## config.mk

```make
export PLATFORM = sky130hd
export DESIGN_NAME = rob_top
export DESIGN_NICKNAME = d
export VERILOG_FILES = /design/src/verilog/rob_pkg.sv /design/src/verilog/rob_alloc.sv /design/src/verilog/rob_store.sv /design/src/verilog/rob_retire.sv /design/src/verilog/rob_top.sv
export VERILOG_INCLUDE_DIRS = /design/src /design/src/include
export SDC_FILE = /design/constraint.sdc
export NUM_CORES = 1
export LEC_CHECK = 0
export BUFFER_PORTS_ARGS = -buffer_cell sky130_fd_sc_hd__buf_2
export CORE_ASPECT_RATIO = 0.8
export CORE_UTILIZATION = 55
export CTS_BUF_LIST = sky130_fd_sc_hd__clkbuf_8
export DETAILED_ROUTE_END_ITERATION = 16
export GPL_TIMING_DRIVEN = 0
export HOLD_SLACK_MARGIN = 0.1
export PLACE_DENSITY_LB_ADDON = 0.3
export SLEW_MARGIN = 15
export SYNTH_ARGS = -nofsm -noshare
export SYNTH_HDL_FRONTEND = slang
export SYNTH_HIERARCHICAL = 1
export SYNTH_SLANG_ARGS = --single-unit
```

## constraint.sdc

```tcl
create_clock -name clk -period 6.1 [get_ports clk]
set_input_delay 1.22 -clock clk [delete_from_list [all_inputs] [get_ports clk]]
set_output_delay 1.22 -clock clk [all_outputs]
set_load 0.01 [all_outputs]
```

## src/include/rob_config.svh

```systemverilog
`ifndef ROB_CONFIG_SVH
`define ROB_CONFIG_SVH

// register file sizes seen by rename
`define ROB_ARCH_REGS 32
`define ROB_PHYS_REGS 64

// number of rob entries, must be a power of two
`define ROB_DEPTH 16

`endif

```

## src/verilog/rob_pkg.sv

```systemverilog
`default_nettype none

`include "rob_config.svh"

package rob_pkg;

    // architectural destination register number
    typedef logic [$clog2(`ROB_ARCH_REGS)-1:0] arch_reg_t;

    // physical register number, new and old mapping
    typedef logic [$clog2(`ROB_PHYS_REGS)-1:0] phys_reg_t;

    // entry index, wraps at ROB_DEPTH
    typedef logic [$clog2(`ROB_DEPTH)-1:0] rob_idx_t;

    // occupancy 0..ROB_DEPTH, one bit wider than an index
    typedef logic [$clog2(`ROB_DEPTH):0] rob_count_t;

endpackage

`default_nettype wire

```

## src/verilog/rob_alloc.sv

```systemverilog
`timescale 1ns/1ps
`default_nettype none

`include "rob_config.svh"

module rob_alloc (
    input  logic              clk,
    input  logic              rst_n,
    input  logic              uop_update,
    input  logic              except,
    input  logic              retire_en,
    output logic              alloc_en,
    output rob_pkg::rob_idx_t tail_ptr,
    output logic              rob_full
);

    import rob_pkg::*;

    localparam rob_count_t DEPTH_CNT = rob_count_t'(`ROB_DEPTH);

    rob_count_t count;

    // full is a plain decode of the count register
    assign rob_full = (count == DEPTH_CNT);

    // updates while full are dropped and flush wins over everything
    assign alloc_en = uop_update && !rob_full && !except;

    always_ff @(posedge clk) begin
        if (!rst_n || except) begin
            tail_ptr <= '0;
        end else if (alloc_en) begin
            tail_ptr <= tail_ptr + rob_idx_t'(1);
        end
    end

    always_ff @(posedge clk) begin
        if (!rst_n || except) begin
            count <= '0;
        end else begin
            case ({alloc_en, retire_en})
                2'b10: begin
                    count <= count + rob_count_t'(1);
                end
                2'b01: begin
                    count <= count - rob_count_t'(1);
                end
                default: begin
                    // occupancy holds on both or neither
                    count <= count;
                end
            endcase
        end
    end

    // occupancy stays within the entry store over the whole run
    a_count_bound: assert property (
        @(posedge clk) disable iff (!rst_n)
        count <= DEPTH_CNT
    ) else $error("rob occupancy %0d above depth", count);

    // rename must hold off while the buffer reports full
    a_no_update_when_full: assert property (
        @(posedge clk) disable iff (!rst_n)
        rob_full |-> !uop_update
    ) else $error("uop_update while rob_full");

endmodule

`default_nettype wire

```

## src/verilog/rob_store.sv

```systemverilog
`timescale 1ns/1ps
`default_nettype none

`include "rob_config.svh"

module rob_store (
    input  logic               clk,
    input  logic               rst_n,
    input  logic               alloc_en,
    input  logic               uop_finish,
    input  logic               except,
    input  logic               retire_en,
    input  rob_pkg::rob_idx_t  tail_ptr,
    input  rob_pkg::rob_idx_t  head_ptr,
    input  rob_pkg::rob_idx_t  uop_finish_rob_entry,
    input  rob_pkg::arch_reg_t uop_dest_arch_in,
    input  rob_pkg::phys_reg_t uop_dest_phys_in,
    input  rob_pkg::phys_reg_t uop_dest_oldphys_in,
    output logic               head_ready,
    output rob_pkg::arch_reg_t head_arch,
    output rob_pkg::phys_reg_t head_phys,
    output rob_pkg::phys_reg_t head_oldphys
);

    import rob_pkg::*;

    arch_reg_t arch_mem    [`ROB_DEPTH];
    phys_reg_t phys_mem    [`ROB_DEPTH];
    phys_reg_t oldphys_mem [`ROB_DEPTH];

    logic [`ROB_DEPTH-1:0] ready;
    logic [`ROB_DEPTH-1:0] valid;

    // register fields written at the tail
    always_ff @(posedge clk) begin
        if (alloc_en) begin
            arch_mem[tail_ptr]    <= uop_dest_arch_in;
            phys_mem[tail_ptr]    <= uop_dest_phys_in;
            oldphys_mem[tail_ptr] <= uop_dest_oldphys_in;
        end
    end

    // ready bits, set by completion and cleared as the head retires
    always_ff @(posedge clk) begin
        if (!rst_n || except) begin
            ready <= '0;
        end else begin
            if (retire_en) begin
                ready[head_ptr] <= 1'b0;
            end
            if (uop_finish) begin
                ready[uop_finish_rob_entry] <= 1'b1;
            end
        end
    end

    // occupancy map for protocol checking
    always_ff @(posedge clk) begin
        if (!rst_n || except) begin
            valid <= '0;
        end else begin
            if (retire_en) begin
                valid[head_ptr] <= 1'b0;
            end
            if (alloc_en) begin
                valid[tail_ptr] <= 1'b1;
            end
        end
    end

    assign head_ready   = ready[head_ptr];
    assign head_arch    = arch_mem[head_ptr];
    assign head_phys    = phys_mem[head_ptr];
    assign head_oldphys = oldphys_mem[head_ptr];

    // completion network may only finish a live, unfinished entry
    a_finish_legal: assert property (
        @(posedge clk) disable iff (!rst_n)
        (uop_finish && !except) |->
            (valid[uop_finish_rob_entry] && !ready[uop_finish_rob_entry])
    ) else $error("finish of rob entry %0d not allocated or already done",
                  uop_finish_rob_entry);

    // a retiring head must hold an allocated micro-op
    a_retire_valid: assert property (
        @(posedge clk) disable iff (!rst_n)
        retire_en |-> valid[head_ptr]
    ) else $error("retire of empty rob entry %0d", head_ptr);

endmodule

`default_nettype wire

```

## src/verilog/rob_retire.sv

```systemverilog
`timescale 1ns/1ps
`default_nettype none

module rob_retire (
    input  logic               clk,
    input  logic               rst_n,
    input  logic               except,
    input  logic               head_ready,
    input  rob_pkg::arch_reg_t head_arch,
    input  rob_pkg::phys_reg_t head_phys,
    input  rob_pkg::phys_reg_t head_oldphys,
    output logic               retire_en,
    output rob_pkg::rob_idx_t  head_ptr,
    output logic               retire_uop,
    output rob_pkg::arch_reg_t uop_dest_arch_out,
    output rob_pkg::phys_reg_t uop_dest_phys_out,
    output rob_pkg::phys_reg_t uop_dest_oldphys_out
);

    import rob_pkg::*;

    rob_idx_t head_next;

    // in-order retirement, one per cycle, never during a flush
    assign retire_en = head_ready && !except;

    assign head_next = head_ptr + rob_idx_t'(1);

    always_ff @(posedge clk) begin
        if (!rst_n || except) begin
            head_ptr <= '0;
        end else if (retire_en) begin
            head_ptr <= head_next;
        end
    end

    always_ff @(posedge clk) begin
        if (!rst_n || except) begin
            retire_uop <= 1'b0;
        end else begin
            retire_uop <= retire_en;
        end
    end

    // commit and free-list payload, only meaningful with retire_uop
    always_ff @(posedge clk) begin
        if (retire_en) begin
            uop_dest_arch_out    <= head_arch;
            uop_dest_phys_out    <= head_phys;
            uop_dest_oldphys_out <= head_oldphys;
        end
    end

    // every strobe comes from a retire decision one cycle earlier,
    // and none survives a flush
    a_retire_origin: assert property (
        @(posedge clk) disable iff (!rst_n)
        retire_uop |-> ($past(retire_en) && !$past(except))
    ) else $error("retire_uop without a retire decision");

endmodule

`default_nettype wire

```

## src/verilog/rob_top.sv

```systemverilog
`timescale 1ns/1ps
`default_nettype none

module rob_top (
    input  logic               clk,
    input  logic               rst_n,

    input  logic               uop_update,
    input  rob_pkg::arch_reg_t uop_dest_arch_in,
    input  rob_pkg::phys_reg_t uop_dest_phys_in,
    input  rob_pkg::phys_reg_t uop_dest_oldphys_in,

    input  logic               uop_finish,
    input  rob_pkg::rob_idx_t  uop_finish_rob_entry,

    input  logic               except,

    output rob_pkg::rob_idx_t  next_rob_entry,
    output logic               rob_full,

    output logic               retire_uop,
    output rob_pkg::arch_reg_t uop_dest_arch_out,
    output rob_pkg::phys_reg_t uop_dest_phys_out,
    output rob_pkg::phys_reg_t uop_dest_oldphys_out
);

    import rob_pkg::*;

    logic      alloc_en;
    logic      retire_en;
    logic      head_ready;
    rob_idx_t  tail_ptr;
    rob_idx_t  head_ptr;
    arch_reg_t head_arch;
    phys_reg_t head_phys;
    phys_reg_t head_oldphys;

    // rename sees the slot it will get next
    assign next_rob_entry = tail_ptr;

    rob_alloc u_alloc (
        .clk        (clk),
        .rst_n      (rst_n),
        .uop_update (uop_update),
        .except     (except),
        .retire_en  (retire_en),
        .alloc_en   (alloc_en),
        .tail_ptr   (tail_ptr),
        .rob_full   (rob_full)
    );

    rob_store u_store (
        .clk                  (clk),
        .rst_n                (rst_n),
        .alloc_en             (alloc_en),
        .uop_finish           (uop_finish),
        .except               (except),
        .retire_en            (retire_en),
        .tail_ptr             (tail_ptr),
        .head_ptr             (head_ptr),
        .uop_finish_rob_entry (uop_finish_rob_entry),
        .uop_dest_arch_in     (uop_dest_arch_in),
        .uop_dest_phys_in     (uop_dest_phys_in),
        .uop_dest_oldphys_in  (uop_dest_oldphys_in),
        .head_ready           (head_ready),
        .head_arch            (head_arch),
        .head_phys            (head_phys),
        .head_oldphys         (head_oldphys)
    );

    rob_retire u_retire (
        .clk                  (clk),
        .rst_n                (rst_n),
        .except               (except),
        .head_ready           (head_ready),
        .head_arch            (head_arch),
        .head_phys            (head_phys),
        .head_oldphys         (head_oldphys),
        .retire_en            (retire_en),
        .head_ptr             (head_ptr),
        .retire_uop           (retire_uop),
        .uop_dest_arch_out    (uop_dest_arch_out),
        .uop_dest_phys_out    (uop_dest_phys_out),
        .uop_dest_oldphys_out (uop_dest_oldphys_out)
    );

endmodule

`default_nettype wire

```

==> metrics.md, run 1 <==
| Metric | Value |
|---|---|
| Die width | `169.4 µm` |
| Root Driver | `clkbuf_8` |
| Die height | `136.0 µm` |
| Int Pwr | `3202 µW` |
| Fin crit share | `76.50%` |
| Hold path depth | `2` |
| Ant. Diodes | `0` |
| Max Root-Sink Buffers | `3` |
| First-pass GRT wire length | `40170 µm` |
| Leading area contributor after synthesis | `edfxtp_1` |
| Setup TNS | `0 ns` |
| Via/cell ratio | `6.113` |
| Post-route minimum period | `4.666 ns` |
| Worst relative slew slack | `34.43%` |
| CP endpoint kind | `flip-flop` |
| Async S/R FF share, synth | `0%` |
| Fin. max-slew vios | `0` |
| # DRC | `0` |
| Register area | `9279 µm²` |
| Final Wtd Congestion | `0.7975` |
| Peak supply drop | `0.0002124 V` |
| RSZ-0062 raised after global routing | `no` |
| Layout area overhead | `13.72%` |
| Core box area | `21800 µm²` |
| MaxCap Viol Count | `0` |
| Syn avg cell area | `19.52 µm²` |
| Cts hold-fix bufs | `0` |
| Clk_lat worst skew | `0.56 ns` |
| Crit path kind | `reg2reg` |
| Sequential Power Share | `59.5%` |
| Endpoints failing setup | `0` |
| Post-Layout Cell Count | `1079` |
| Post-synth EDFFs | `289` |
| NetSw | `824.2 µW` |
| I/O pins | `49` |
| Initial core utilization | `56.59%` |
| FF-to-FF path depth | `14` |
| Leak Pwr | `0.004517 µW` |
| Synth cell types | `43` |
| Status | `finished clean` |
| Power per cell area | `287.0 nW/µm²` |
| Post-synthesis cell area | `12340 µm²` |
| CP Launch Type | `flip-flop` |
| PortBufs | `48` |
| Fillcell total | `1474` |
| Met1 global-route usage | `34.59%` |
| Fraction of layout cells with a size suffix above 1 | `29.78%` |
| Worst slew pin tran | `0.9835 ns` |
| Final Hold Viols | `0` |
| Dominant cells by area after synthesis | `edfxtp_1, mux4_2, dfxtp_1` |
| Worst EP arrival | `5.15 ns` |
| Htree depth | `2` |
| Post-synthesis register bit count | `319` |
| Clock power share | `38.6%` |
| Grt met2 use | `38.64%` |
| WL/cell | `24.89 µm` |
| GRT overflow | `0` |
| Post-DRT Antenna Nets | `0` |
| GRT Total Usage | `24.48%` |
| Pin count of the biggest net entering global routing | `24` |
| Clock sinks | `319` |
| 1st-iter DRT viols | `706` |
| DR vias | `6596` |
| Initial antenna violation count | `0` |
| Die ar. | `23040 µm²` |
| Multi-input logic area | `2969 µm²` |
| Sequential share of the synthesized area | `75.21%` |
| NumNets Final | `778` |
| Post-cts resize count | `0` |
| DP Wirelength | `16640 µm` |
| Rows | `48` |
| Vias in the first global route | `6723` |
| Syn_nets | `665` |
| Synth Instances | `632` |
| Routed Wire Length | `26860 µm` |
| Ys flop type | `edfxtp_1` |
| Setup Skew | `0.01666 ns` |
| Type of the worst min-delay path | `reg2reg` |
| Postcts setup bufs | `0` |
| Met3 Usage GRT | `4.541%` |
| Yosys warns | `6` |
| CTS tree | `yes` |
| Fmax | `0.2143 GHz` |
| Critical path data required time | `6.59 ns` |
| Drt first pass iters | `5` |
| Max FO, Critical Path | `23` |
| Placed insts | `995` |
| Num CTS Buffers | `48` |
| Total power | `4026 µW` |
| Clock transition at the registers of the reported paths | `0.06 ns` |
| GRT busiest layer | `met2` |
| Switching share of power | `20.47%` |
| Comb pwr share | `1.9%` |
| Post-synth top area share | `70.34%` |
==> power groups by stage <==
stage / sequential, µW / clock (µW) / combinational [µW]
finish: 2390 / 1550 / 78.1
global route: 2390 / 1680 / 86.1
CTS: 2390 / 1580 / 78.7
detailed placement: 2440 / 0 / 78.6
global placement: 2440 / 0 / 69.0
floorplan: 2440 / 0 / 31.6
==> kinds of logic (layout without fill, tap and decap cells) <==
kind of cell	count (synthesis)	after routing	synth area share (%)
AO/OA/AOI/OAI	78	78	4.097
adder cells (fa/ha/maj)	7	7	0.7708
multiplexers	77	77	13.55
flip-flops	319	319	75.21
buffers and inverters	33	180	1.379
AND/OR/NAND/NOR	113	113	4.635
XOR/XNOR	5	5	0.3550
==> layout by cell type, fill, tap and decap left out, types with 2 or more instances in the layout <==
cell type	n
a21oi_1	21
dfxtp_1	30
or2_2	2
o211ai_1	2
clkbuf_1	13
xor2_1	4
nor2_1	17
buf_4	8
or3b_2	2
buf_1	4
clkinv_1	14
a22oi_1	36
nand2b_1	8
buf_2	54
nand3b_1	6
ha_1	6
nor2b_1	5
nand2_1	34
clkbuf_8	49
buf_6	8
edfxtp_1	289
mux2i_1	5
nor3_2	4
nand3_1	9
o21ai_0	16
mux4_2	72
clkinv_2	8
and3b_1	2
buf_8	4
inv_1	16
nor2_4	6
nor2_2	6
==> cells in the mapped netlist, types with 2 or more instances <==
cell type,number
a21oi_1,21
a22oi_1,36
and3b_1,2
buf_1,4
buf_2,6
buf_6,5
clkbuf_1,13
dfxtp_1,30
edfxtp_1,289
ha_1,6
inv_1,4
mux2i_1,5
mux4_2,72
nand2_1,34
nand2b_1,8
nand3_1,9
nand3b_1,6
nor2_1,29
nor2b_1,5
nor3_1,4
o211ai_1,2
o21ai_0,16
or2_2,2
or3b_2,2
xor2_1,4
==> sequential cells by signal, indices dropped and copies added, names as in the netlist, 5 cells and up <==
register,count
u_retire/uop_dest_phys_out,6
u_store/oldphys_mem,96
u_alloc/count,5
u_store/ready,16
u_retire/uop_dest_oldphys_out,6
u_store/arch_mem,80
u_store/phys_mem,96
u_retire/uop_dest_arch_out,5
==> cell type report <==
cell class,count,area share (%)
plain buffers,29,1.106
clock buffers,49,4.807
clock inverters,35,1.195
inverters,4,0.1070
multi-input cells,280,21.16
flip-flops and latches,319,66.14
well taps,300,2.675
repair buffers,63,2.809
==> path summary, 6_finish.rpt <==
path | start | slack [ns] | end
setup / recovery | u_retire/head_ptr[1]$_SDFFE_PP0P_ | 1.43 | u_alloc/count[4]$_SDFFE_PP0P_
hold / removal | u_store/ready[12]$_SDFF_PP0_ | 0.48 | u_store/ready[12]$_SDFF_PP0_
setup reg to reg | u_retire/head_ptr[1]$_SDFFE_PP0P_ | 1.43 | u_alloc/count[4]$_SDFFE_PP0P_
hold reg to reg | u_store/ready[12]$_SDFF_PP0_ | 0.48 | u_store/ready[12]$_SDFF_PP0_
==> per-stage QoR <==
| step | setup slack [ns] | instance area (µm²) | util [%] | hold WS, ns |
|---|---|---|---|---|
| after floorplan | 2.333 | 12340 | - | 0.4414 |
| after global placement | 0.5853 | 12950 | 59.41 | 0.4563 |
| after detailed placement | 1.462 | 13190 | 60.49 | 0.4686 |
| after CTS | 1.437 | 14030 | 64.35 | 0.4768 |
| after global routing | 1.199 | 14030 | 64.35 | 0.5040 |
| final | 1.434 | 14030 | 64.35 | 0.4801 |
==> metal layers <==
metal | vias up | share of wire (%)
met5 | - | 0
met2 | 320 | 48
met1 | 3407 | 41
met3 | 59 | 8.6
met4 | 0 | 2.6
li1 | 2810 | -
==> worst max-delay path, cell delays in order, from the launching register on <==
cell and delay (ns):
dfxtp_1 0.43, buf_2 0.33, buf_1 0.78, mux4_2 0.36
a22oi_1 0.06, nand2_1 0.10, clkbuf_2 0.18, and2b_2 0.68
ha_1 0.40, inv_1 0.10, fa_1 0.40, nand2b_1 0.16
a21oi_1 0.16, mux2i_1 0.25, mux2i_1 0.19
(Power assumes the default switching activity.)
==> run 2, diff against run 1 <==
- clock period: 6.1 -> 4.45 ns (I/O delays scaled with it)
==> metrics.md, run 2 (synthesis gave the netlist of run 1 again) <==
| Metric | Value |
|---|---|
| Status | `finished clean` |
| Critical path data required time | `4.93 ns` |
| Clock sinks | `319` |
| CP endpoint kind | `flip-flop` |
| Postcts setup bufs | `0` |
| Post-route cell area | `14040 µm²` |
| FF-to-FF path depth | `14` |
| Type of the worst min-delay path | `reg2reg` |
| Most frequent CP cell | `mux2i_1` |
| Cts hold-fix bufs | `0` |
| Final Wtd Congestion | `0.7975` |
| DP Wirelength | `16640 µm` |
| Hold endpoint | `u_store/ready[12]$_SDFF_PP0_` |
| Area after DPL | `13190 µm²` |
| Placed insts | `995` |
| Capturing point of the worst reg2reg path | `u_alloc/count[4]$_SDFFE_PP0P_` |
| I/O pins | `49` |
| Root Driver | `clkbuf_8` |
| # DRC | `0` |
| Fin. max-slew vios | `0` |
| Initial antenna violation count | `0` |
| Initial core utilization | `56.59%` |
| WL/cell | `24.99 µm` |
| Pin count of the biggest net entering global routing | `24` |
| MaxCap Viol Count | `0` |
| Worst slew pin tran | `0.9850 ns` |
| Most common cell after layout, fill and taps aside | `edfxtp_1` |
| Placement Setup Slack | `-0.1878 ns` |
| Htree depth | `2` |
| 1st-iter DRT viols | `726` |
| Clock transition at the registers of the reported paths | `0.06 ns` |
| Worst relative slew slack | `34.33%` |
| Fmax | `0.2401 GHz` |
| Max Root-Sink Buffers | `3` |
| Post-route minimum period | `4.165 ns` |
| Flop-to-flop setup slack | `0.29 ns` |
| Peak supply drop | `0.0002910 V` |
| NumNets Final | `778` |
| Routed Wire Length | `26960 µm` |
| CP Cell Sequence | `buf_2, clkdlybuf4s15_2, mux4_2, a22oi_1, nand2_1, clkbuf_2, and2b_4, ha_1, inv_1, fa_1, nand2b_1, a21oi_1, mux2i_1, mux2i_1` |
| DR vias | `6682` |
| Crit path max-delay family | `buffers and inverters` |
| Largest regs | `u_store/oldphys_mem x96, u_store/phys_mem x96, u_store/arch_mem x80` |
| Drt first pass iters | `5` |
| Post-DRT Antenna Nets | `0` |
| Hold path depth | `2` |
| Die width | `169.4 µm` |
| Crit path kind | `reg2reg` |
| Final Hold Viols | `0` |
| Post-cts resize count | `2` |
| Fin crit share | `93.59%` |
| RSZ-0062 raised after global routing | `no` |
| Final worst slack | `0.2853 ns` |
| WP buf/inv | `4` |
| Most frequent cells in the layout | `edfxtp_1, mux4_2, buf_2` |
| GRT overflow | `0` |
| Slowest-stage cell, CP | `clkdlybuf4s15_2` |
| Fillcell total | `1472` |
| Setup Skew | `0.01446 ns` |
| Via/cell ratio | `6.193` |
| Vias in the first global route | `6723` |
| Max FO, Critical Path | `23` |
| Die ar. | `23040 µm²` |
| CP Launch Type | `flip-flop` |
| Die height | `136.0 µm` |
| Leak Pwr | `0.004518 µW` |
| Reg-to-reg startpoint | `u_retire/head_ptr[1]$_SDFFE_PP0P_` |
| Final cell utilization of the core | `64.39%` |
| Core box area | `21800 µm²` |
| Max stage delay on crit path | `0.56 ns` |
| Fraction of layout cells with a size suffix above 1 | `29.91%` |
| CTS tree | `yes` |
| Rows | `48` |
| Power per cell area | `393.0 nW/µm²` |
| First-pass GRT wire length | `40180 µm` |
| Num CTS Buffers | `48` |
| Hold path startpoint | `u_store/ready[12]$_SDFF_PP0_` |
| Endpoints failing setup | `0` |
| PortBufs | `48` |
| Post-Layout Cell Count | `1079` |
| Clk_lat worst skew | `0.55 ns` |
| GRT Total Usage | `24.49%` |
| Worst EP arrival | `4.65 ns` |
| Layout area overhead | `13.79%` |
| Ant. Diodes | `0` |
==> run 2: cell count changes in the layout (fill, tap and decap cells not counted), sizes merged <==
cell           change
clkdlybuf4s15      +1
buf                -1
==> run 2: area by class of cell <==
| class | instances | area, µm² | area share (%) |
|---|---|---|---|
| buffer | 29 | 162.7 | 1.159 |
| clock buffer | 49 | 674.4 | 4.804 |
| multi-input combinational | 280 | 2970 | 21.16 |
| tap | 300 | 375.4 | 2.674 |
| timing repair buffer | 63 | 394.1 | 2.807 |
| inverter | 4 | 15.01 | 0.1070 |
| clock inverter | 35 | 167.7 | 1.194 |
| sequential | 319 | 9279 | 66.10 |
==> run 2: how the worst max path moves through the flow <==
| stage | start | to | cells past startpoint |
|---|---|---|---|
| global placement | uop_update | u_store/oldphys_mem[0][1]$_DFFE_PP_ | 6 |
| detailed placement | u_retire/head_ptr[1]$_SDFFE_PP0P_ | u_alloc/count[4]$_SDFFE_PP0P_ | 14 |
| global route | u_retire/head_ptr[1]$_SDFFE_PP0P_ | u_alloc/count[4]$_SDFFE_PP0P_ | 14 |
| floorplan | u_retire/head_ptr[1]$_SDFFE_PP0P_ | u_alloc/count[4]$_SDFFE_PP0P_ | 14 |
| CTS | u_retire/head_ptr[1]$_SDFFE_PP0P_ | u_alloc/count[4]$_SDFFE_PP0P_ | 14 |
| finish | u_retire/head_ptr[1]$_SDFFE_PP0P_ | u_alloc/count[4]$_SDFFE_PP0P_ | 14 |
==> run 2: metrics by stage <==
stage	setup TNS [ns]	power [µW]	hold WS [ns]
global placement	-18.24	3439	0.4563
CTS	0	5559	0.4768
detailed placement	-0.1878	3454	0.4686
global route	0	5703	0.5040
floorplan	0	3389	0.4414
finish	0	5517	0.4770
==> run 2: tightest hold or removal path, cell delays in order, from the launching register on <==
cell,delay (ns)
dfxtp_1,0.31
o21ai_0,0.06
a21oi_1,0.06
==> run 2: report_power, final <==
part           switching, µW  leakage [µW]  total, µW  internal, µW
Combinational           72.3       0.00119        107          35.1
Clock                   1050      0.000484       2130          1080
Sequential              5.88       0.00285       3280          3280
==> run 2: layer usage <==
layer | global-route usage, % | share of wire (%) | vias to the layer above
met3 | 4.541 | 8.7 | 57
met4 | 9.059 | 2.8 | 0
met5 | 0 | 0 | -
met1 | 34.61 | 41 | 3474
met2 | 38.64 | 48 | 340
li1 | - | - | 2811
==> run 3, diff against run 2 <==
- ABC_AREA: default -> 1
==> metrics.md, run 3 <==
| Metric | Value |
|---|---|
| GRT overflow | `0` |
| Leak Pwr | `0.006611 µW` |
| Max FO, Critical Path | `25` |
| Comb pwr share | `2.6%` |
| Fmax | `0.2578 GHz` |
| Setup Skew | `0.03069 ns` |
| Clock transition at the registers of the reported paths | `0.06 ns` |
| Placed insts | `1779` |
| Most frequent cell after synthesis | `nand2_1` |
| CP endpoint kind | `flip-flop` |
| Int Pwr | `4643 µW` |
| Rows | `51` |
| Post-cts resize count | `0` |
| GRT Total Usage | `26.49%` |
| Die ar. | `25510 µm²` |
| Final Wtd Congestion | `0.8958` |
| Setup TNS | `0 ns` |
| Slowest-stage cell, CP | `nor2_4` |
| Synth Instances | `1401` |
| Via/cell ratio | `5.262` |
| First-pass GRT wire length | `49600 µm` |
| I/O pins | `49` |
| Crit path max-delay family | `simple AND/OR/NAND/NOR gates` |
| Power per cell area | `380.3 nW/µm²` |
| Async S/R FF share, synth | `0%` |
| Ys flop type | `edfxtp_1` |
| Die width | `178.3 µm` |
| Post-synthesis register bit count | `319` |
| WL/cell | `17.72 µm` |
| Post-route minimum period | `3.880 ns` |
| Most common cell after layout, fill and taps aside | `nand2_1` |
| Cts hold-fix bufs | `0` |
| Endpoints failing setup | `0` |
| Routed Wire Length | `33160 µm` |
| Most frequent CP cell | `nand2_1` |
| Crit path kind | `reg2reg` |
| DP Wirelength | `22420 µm` |
| Synth cell types | `25` |
| Htree depth | `2` |
| Post-route cell area | `15520 µm²` |
| Syn_nets | `1434` |
| Post-synthesis cell area | `13680 µm²` |
| Switching share of power | `21.35%` |
| Fin. max-slew vios | `0` |
| Worst relative slew slack | `35.15%` |
| Sequential share of the synthesized area | `67.84%` |
| WP buf/inv | `7` |
| Largest regs | `u_store/oldphys_mem x96, u_store/phys_mem x96, u_store/arch_mem x80` |
| Drt first pass iters | `6` |
| Multi-input logic area | `3809 µm²` |
| DR vias | `9846` |
| Clock sinks | `319` |
| Postcts setup bufs | `0` |
| 1st-iter DRT viols | `922` |
| # DRC | `0` |
| Critical path data required time | `4.90 ns` |
| CP Launch Type | `flip-flop` |
| Num CTS Buffers | `49` |
| Area after DPL | `14530 µm²` |
| PortBufs | `47` |
| Ant. Diodes | `0` |
| CP Launch Point | `u_retire/head_ptr[1]$_SDFFE_PP0P_` |
| Vias in the first global route | `8915` |
| NumNets Final | `1545` |
| Max Root-Sink Buffers | `3` |
| Clk_lat worst skew | `0.58 ns` |
| Root Driver | `clkbuf_8` |
| Layout area overhead | `13.50%` |
| Pin count of the biggest net entering global routing | `26` |
| Total power | `5903 µW` |
| Most frequent cells in the layout | `nand2_1, edfxtp_1, inv_1` |
| Fillcell total | `1893` |
| MaxCap Viol Count | `0` |
| CTS tree | `yes` |
| RSZ-0062 raised after global routing | `no` |
| Status | `finished clean` |
| CP Cell Sequence | `buf_2, buf_2, nand2_1, nand2_1, nand2_1, nand2_1, inv_1, nand2_1, inv_2, nor2_4, ha_1, inv_1, fa_1, inv_1, nand2_1, nand2_1, nand2_1, nand2_1, nand3_1, nand2_1, inv_1` |
| Clock power share | `41.7%` |
| Worst slew pin tran | `0.9717 ns` |
| Commonest cells post-synth | `nand2_1, edfxtp_1, inv_1` |
| Core box area | `24380 µm²` |
| Reg-to-reg startpoint | `u_retire/head_ptr[1]$_SDFFE_PP0P_` |
| Syn avg cell area | `9.762 µm²` |
| Flop-to-flop setup slack | `0.57 ns` |
| Max stage delay on crit path | `0.73 ns` |
| Peak supply drop | `0.0002786 V` |
| Type of the worst min-delay path | `reg2reg` |
| Sequential Power Share | `55.7%` |
| Initial core utilization | `56.11%` |
| Initial antenna violation count | `0` |
| Leading area contributor after synthesis | `edfxtp_1` |
| Fraction of layout cells with a size suffix above 1 | `13.33%` |
| Worst EP arrival | `4.32 ns` |
| Dominant cells by area after synthesis | `edfxtp_1, nand2_1, dfxtp_1` |
| Post-DRT Antenna Nets | `0` |
| Yosys warns | `6` |
| NetSw | `1260 µW` |
| Register area | `9279 µm²` |
| Fin crit share | `87.18%` |
| Post-synth top area share | `63.45%` |
| Post-synth EDFFs | `289` |
| Post-Layout Cell Count | `1871` |
| Hold path startpoint | `u_store/ready[9]$_SDFF_PP0_` |
| Final Hold Viols | `0` |
| Die height | `143.0 µm` |
-- run 3: cell count changes after synthesis, moves of 6 or more --
cell,change
inv_1,+66
nand2b_1,-8
a22oi_1,-36
nand2_1,+795
buf_4,+25
nand3_1,+6
mux4_2,-72
nor2_1,+6
buf_2,+20
nand3b_1,-6
inv_2,+6
clkbuf_1,-10
-- run 3: worst paths after layout --
path / end / cells after the start
max reg2reg: u_alloc/count[4]$_SDFFE_PP0P_ / 21
min: u_store/ready[9]$_SDFF_PP0_ / 2
min reg2reg: u_store/ready[9]$_SDFF_PP0_ / 2
max: u_alloc/count[4]$_SDFFE_PP0P_ / 21
-- run 3: power groups by stage --
stage / Clock, µW / Sequential [µW] / Combinational [µW]
after global placement: 0 / 3350 / 144
after CTS: 2490 / 3290 / 154
after detailed placement: 0 / 3350 / 153
after global routing: 2610 / 3290 / 171
final: 2460 / 3290 / 155
after floorplan: 0 / 3350 / 65.8
-- run 3: cell families after synthesis --
logic type	Yosys count	synth area share, %
XOR/XNOR	1	0.06405
buffers and inverters	134	4.601
adder cells (fa/ha/maj)	7	0.6953
AO/OA/AOI/OAI	45	1.656
AND/OR/NAND/NOR	895	25.14
flip-flops	319	67.84
-- run 3: final cells by class --
| class | instances | area share (%) |
|---|---|---|
| multi-input cells | 948 | 24.53 |
| well taps | 318 | 2.563 |
| clock buffers | 52 | 4.610 |
| inverters | 80 | 1.934 |
| flip-flops and latches | 319 | 59.77 |
| repair buffers | 60 | 2.652 |
| clock inverters | 40 | 1.813 |
| plain buffers | 54 | 2.120 |
-- run 3: tightest hold or removal path, stage by stage, from the launching register on --
cell,delay (ns)
dfxtp_1,0.31
o21ai_0,0.07
a21oi_1,0.06
-- run 3: stage by stage --
step | hold slack, ns | utilization [%] | setup slack, ns
2_1_floorplan | 0.4496 | - | 1.579
3_3_place_gp | 0.4656 | 58.71 | 0.7757
3_5_place_dp | 0.4667 | 59.59 | 0.6364
4_1_cts | 0.4753 | 63.68 | 0.6024
5_1_grt | 0.4988 | 63.68 | 0.2831
6_report | 0.4820 | 63.68 | 0.5704
-- run 3: layer usage --
layer | wire length [µm] | track usage [%]
met1 | 14500 | 38.09
met2 | 14860 | 40.39
met3 | 3225 | 6.150
met4 | 573 | 7.716
met5 | 0 | 0
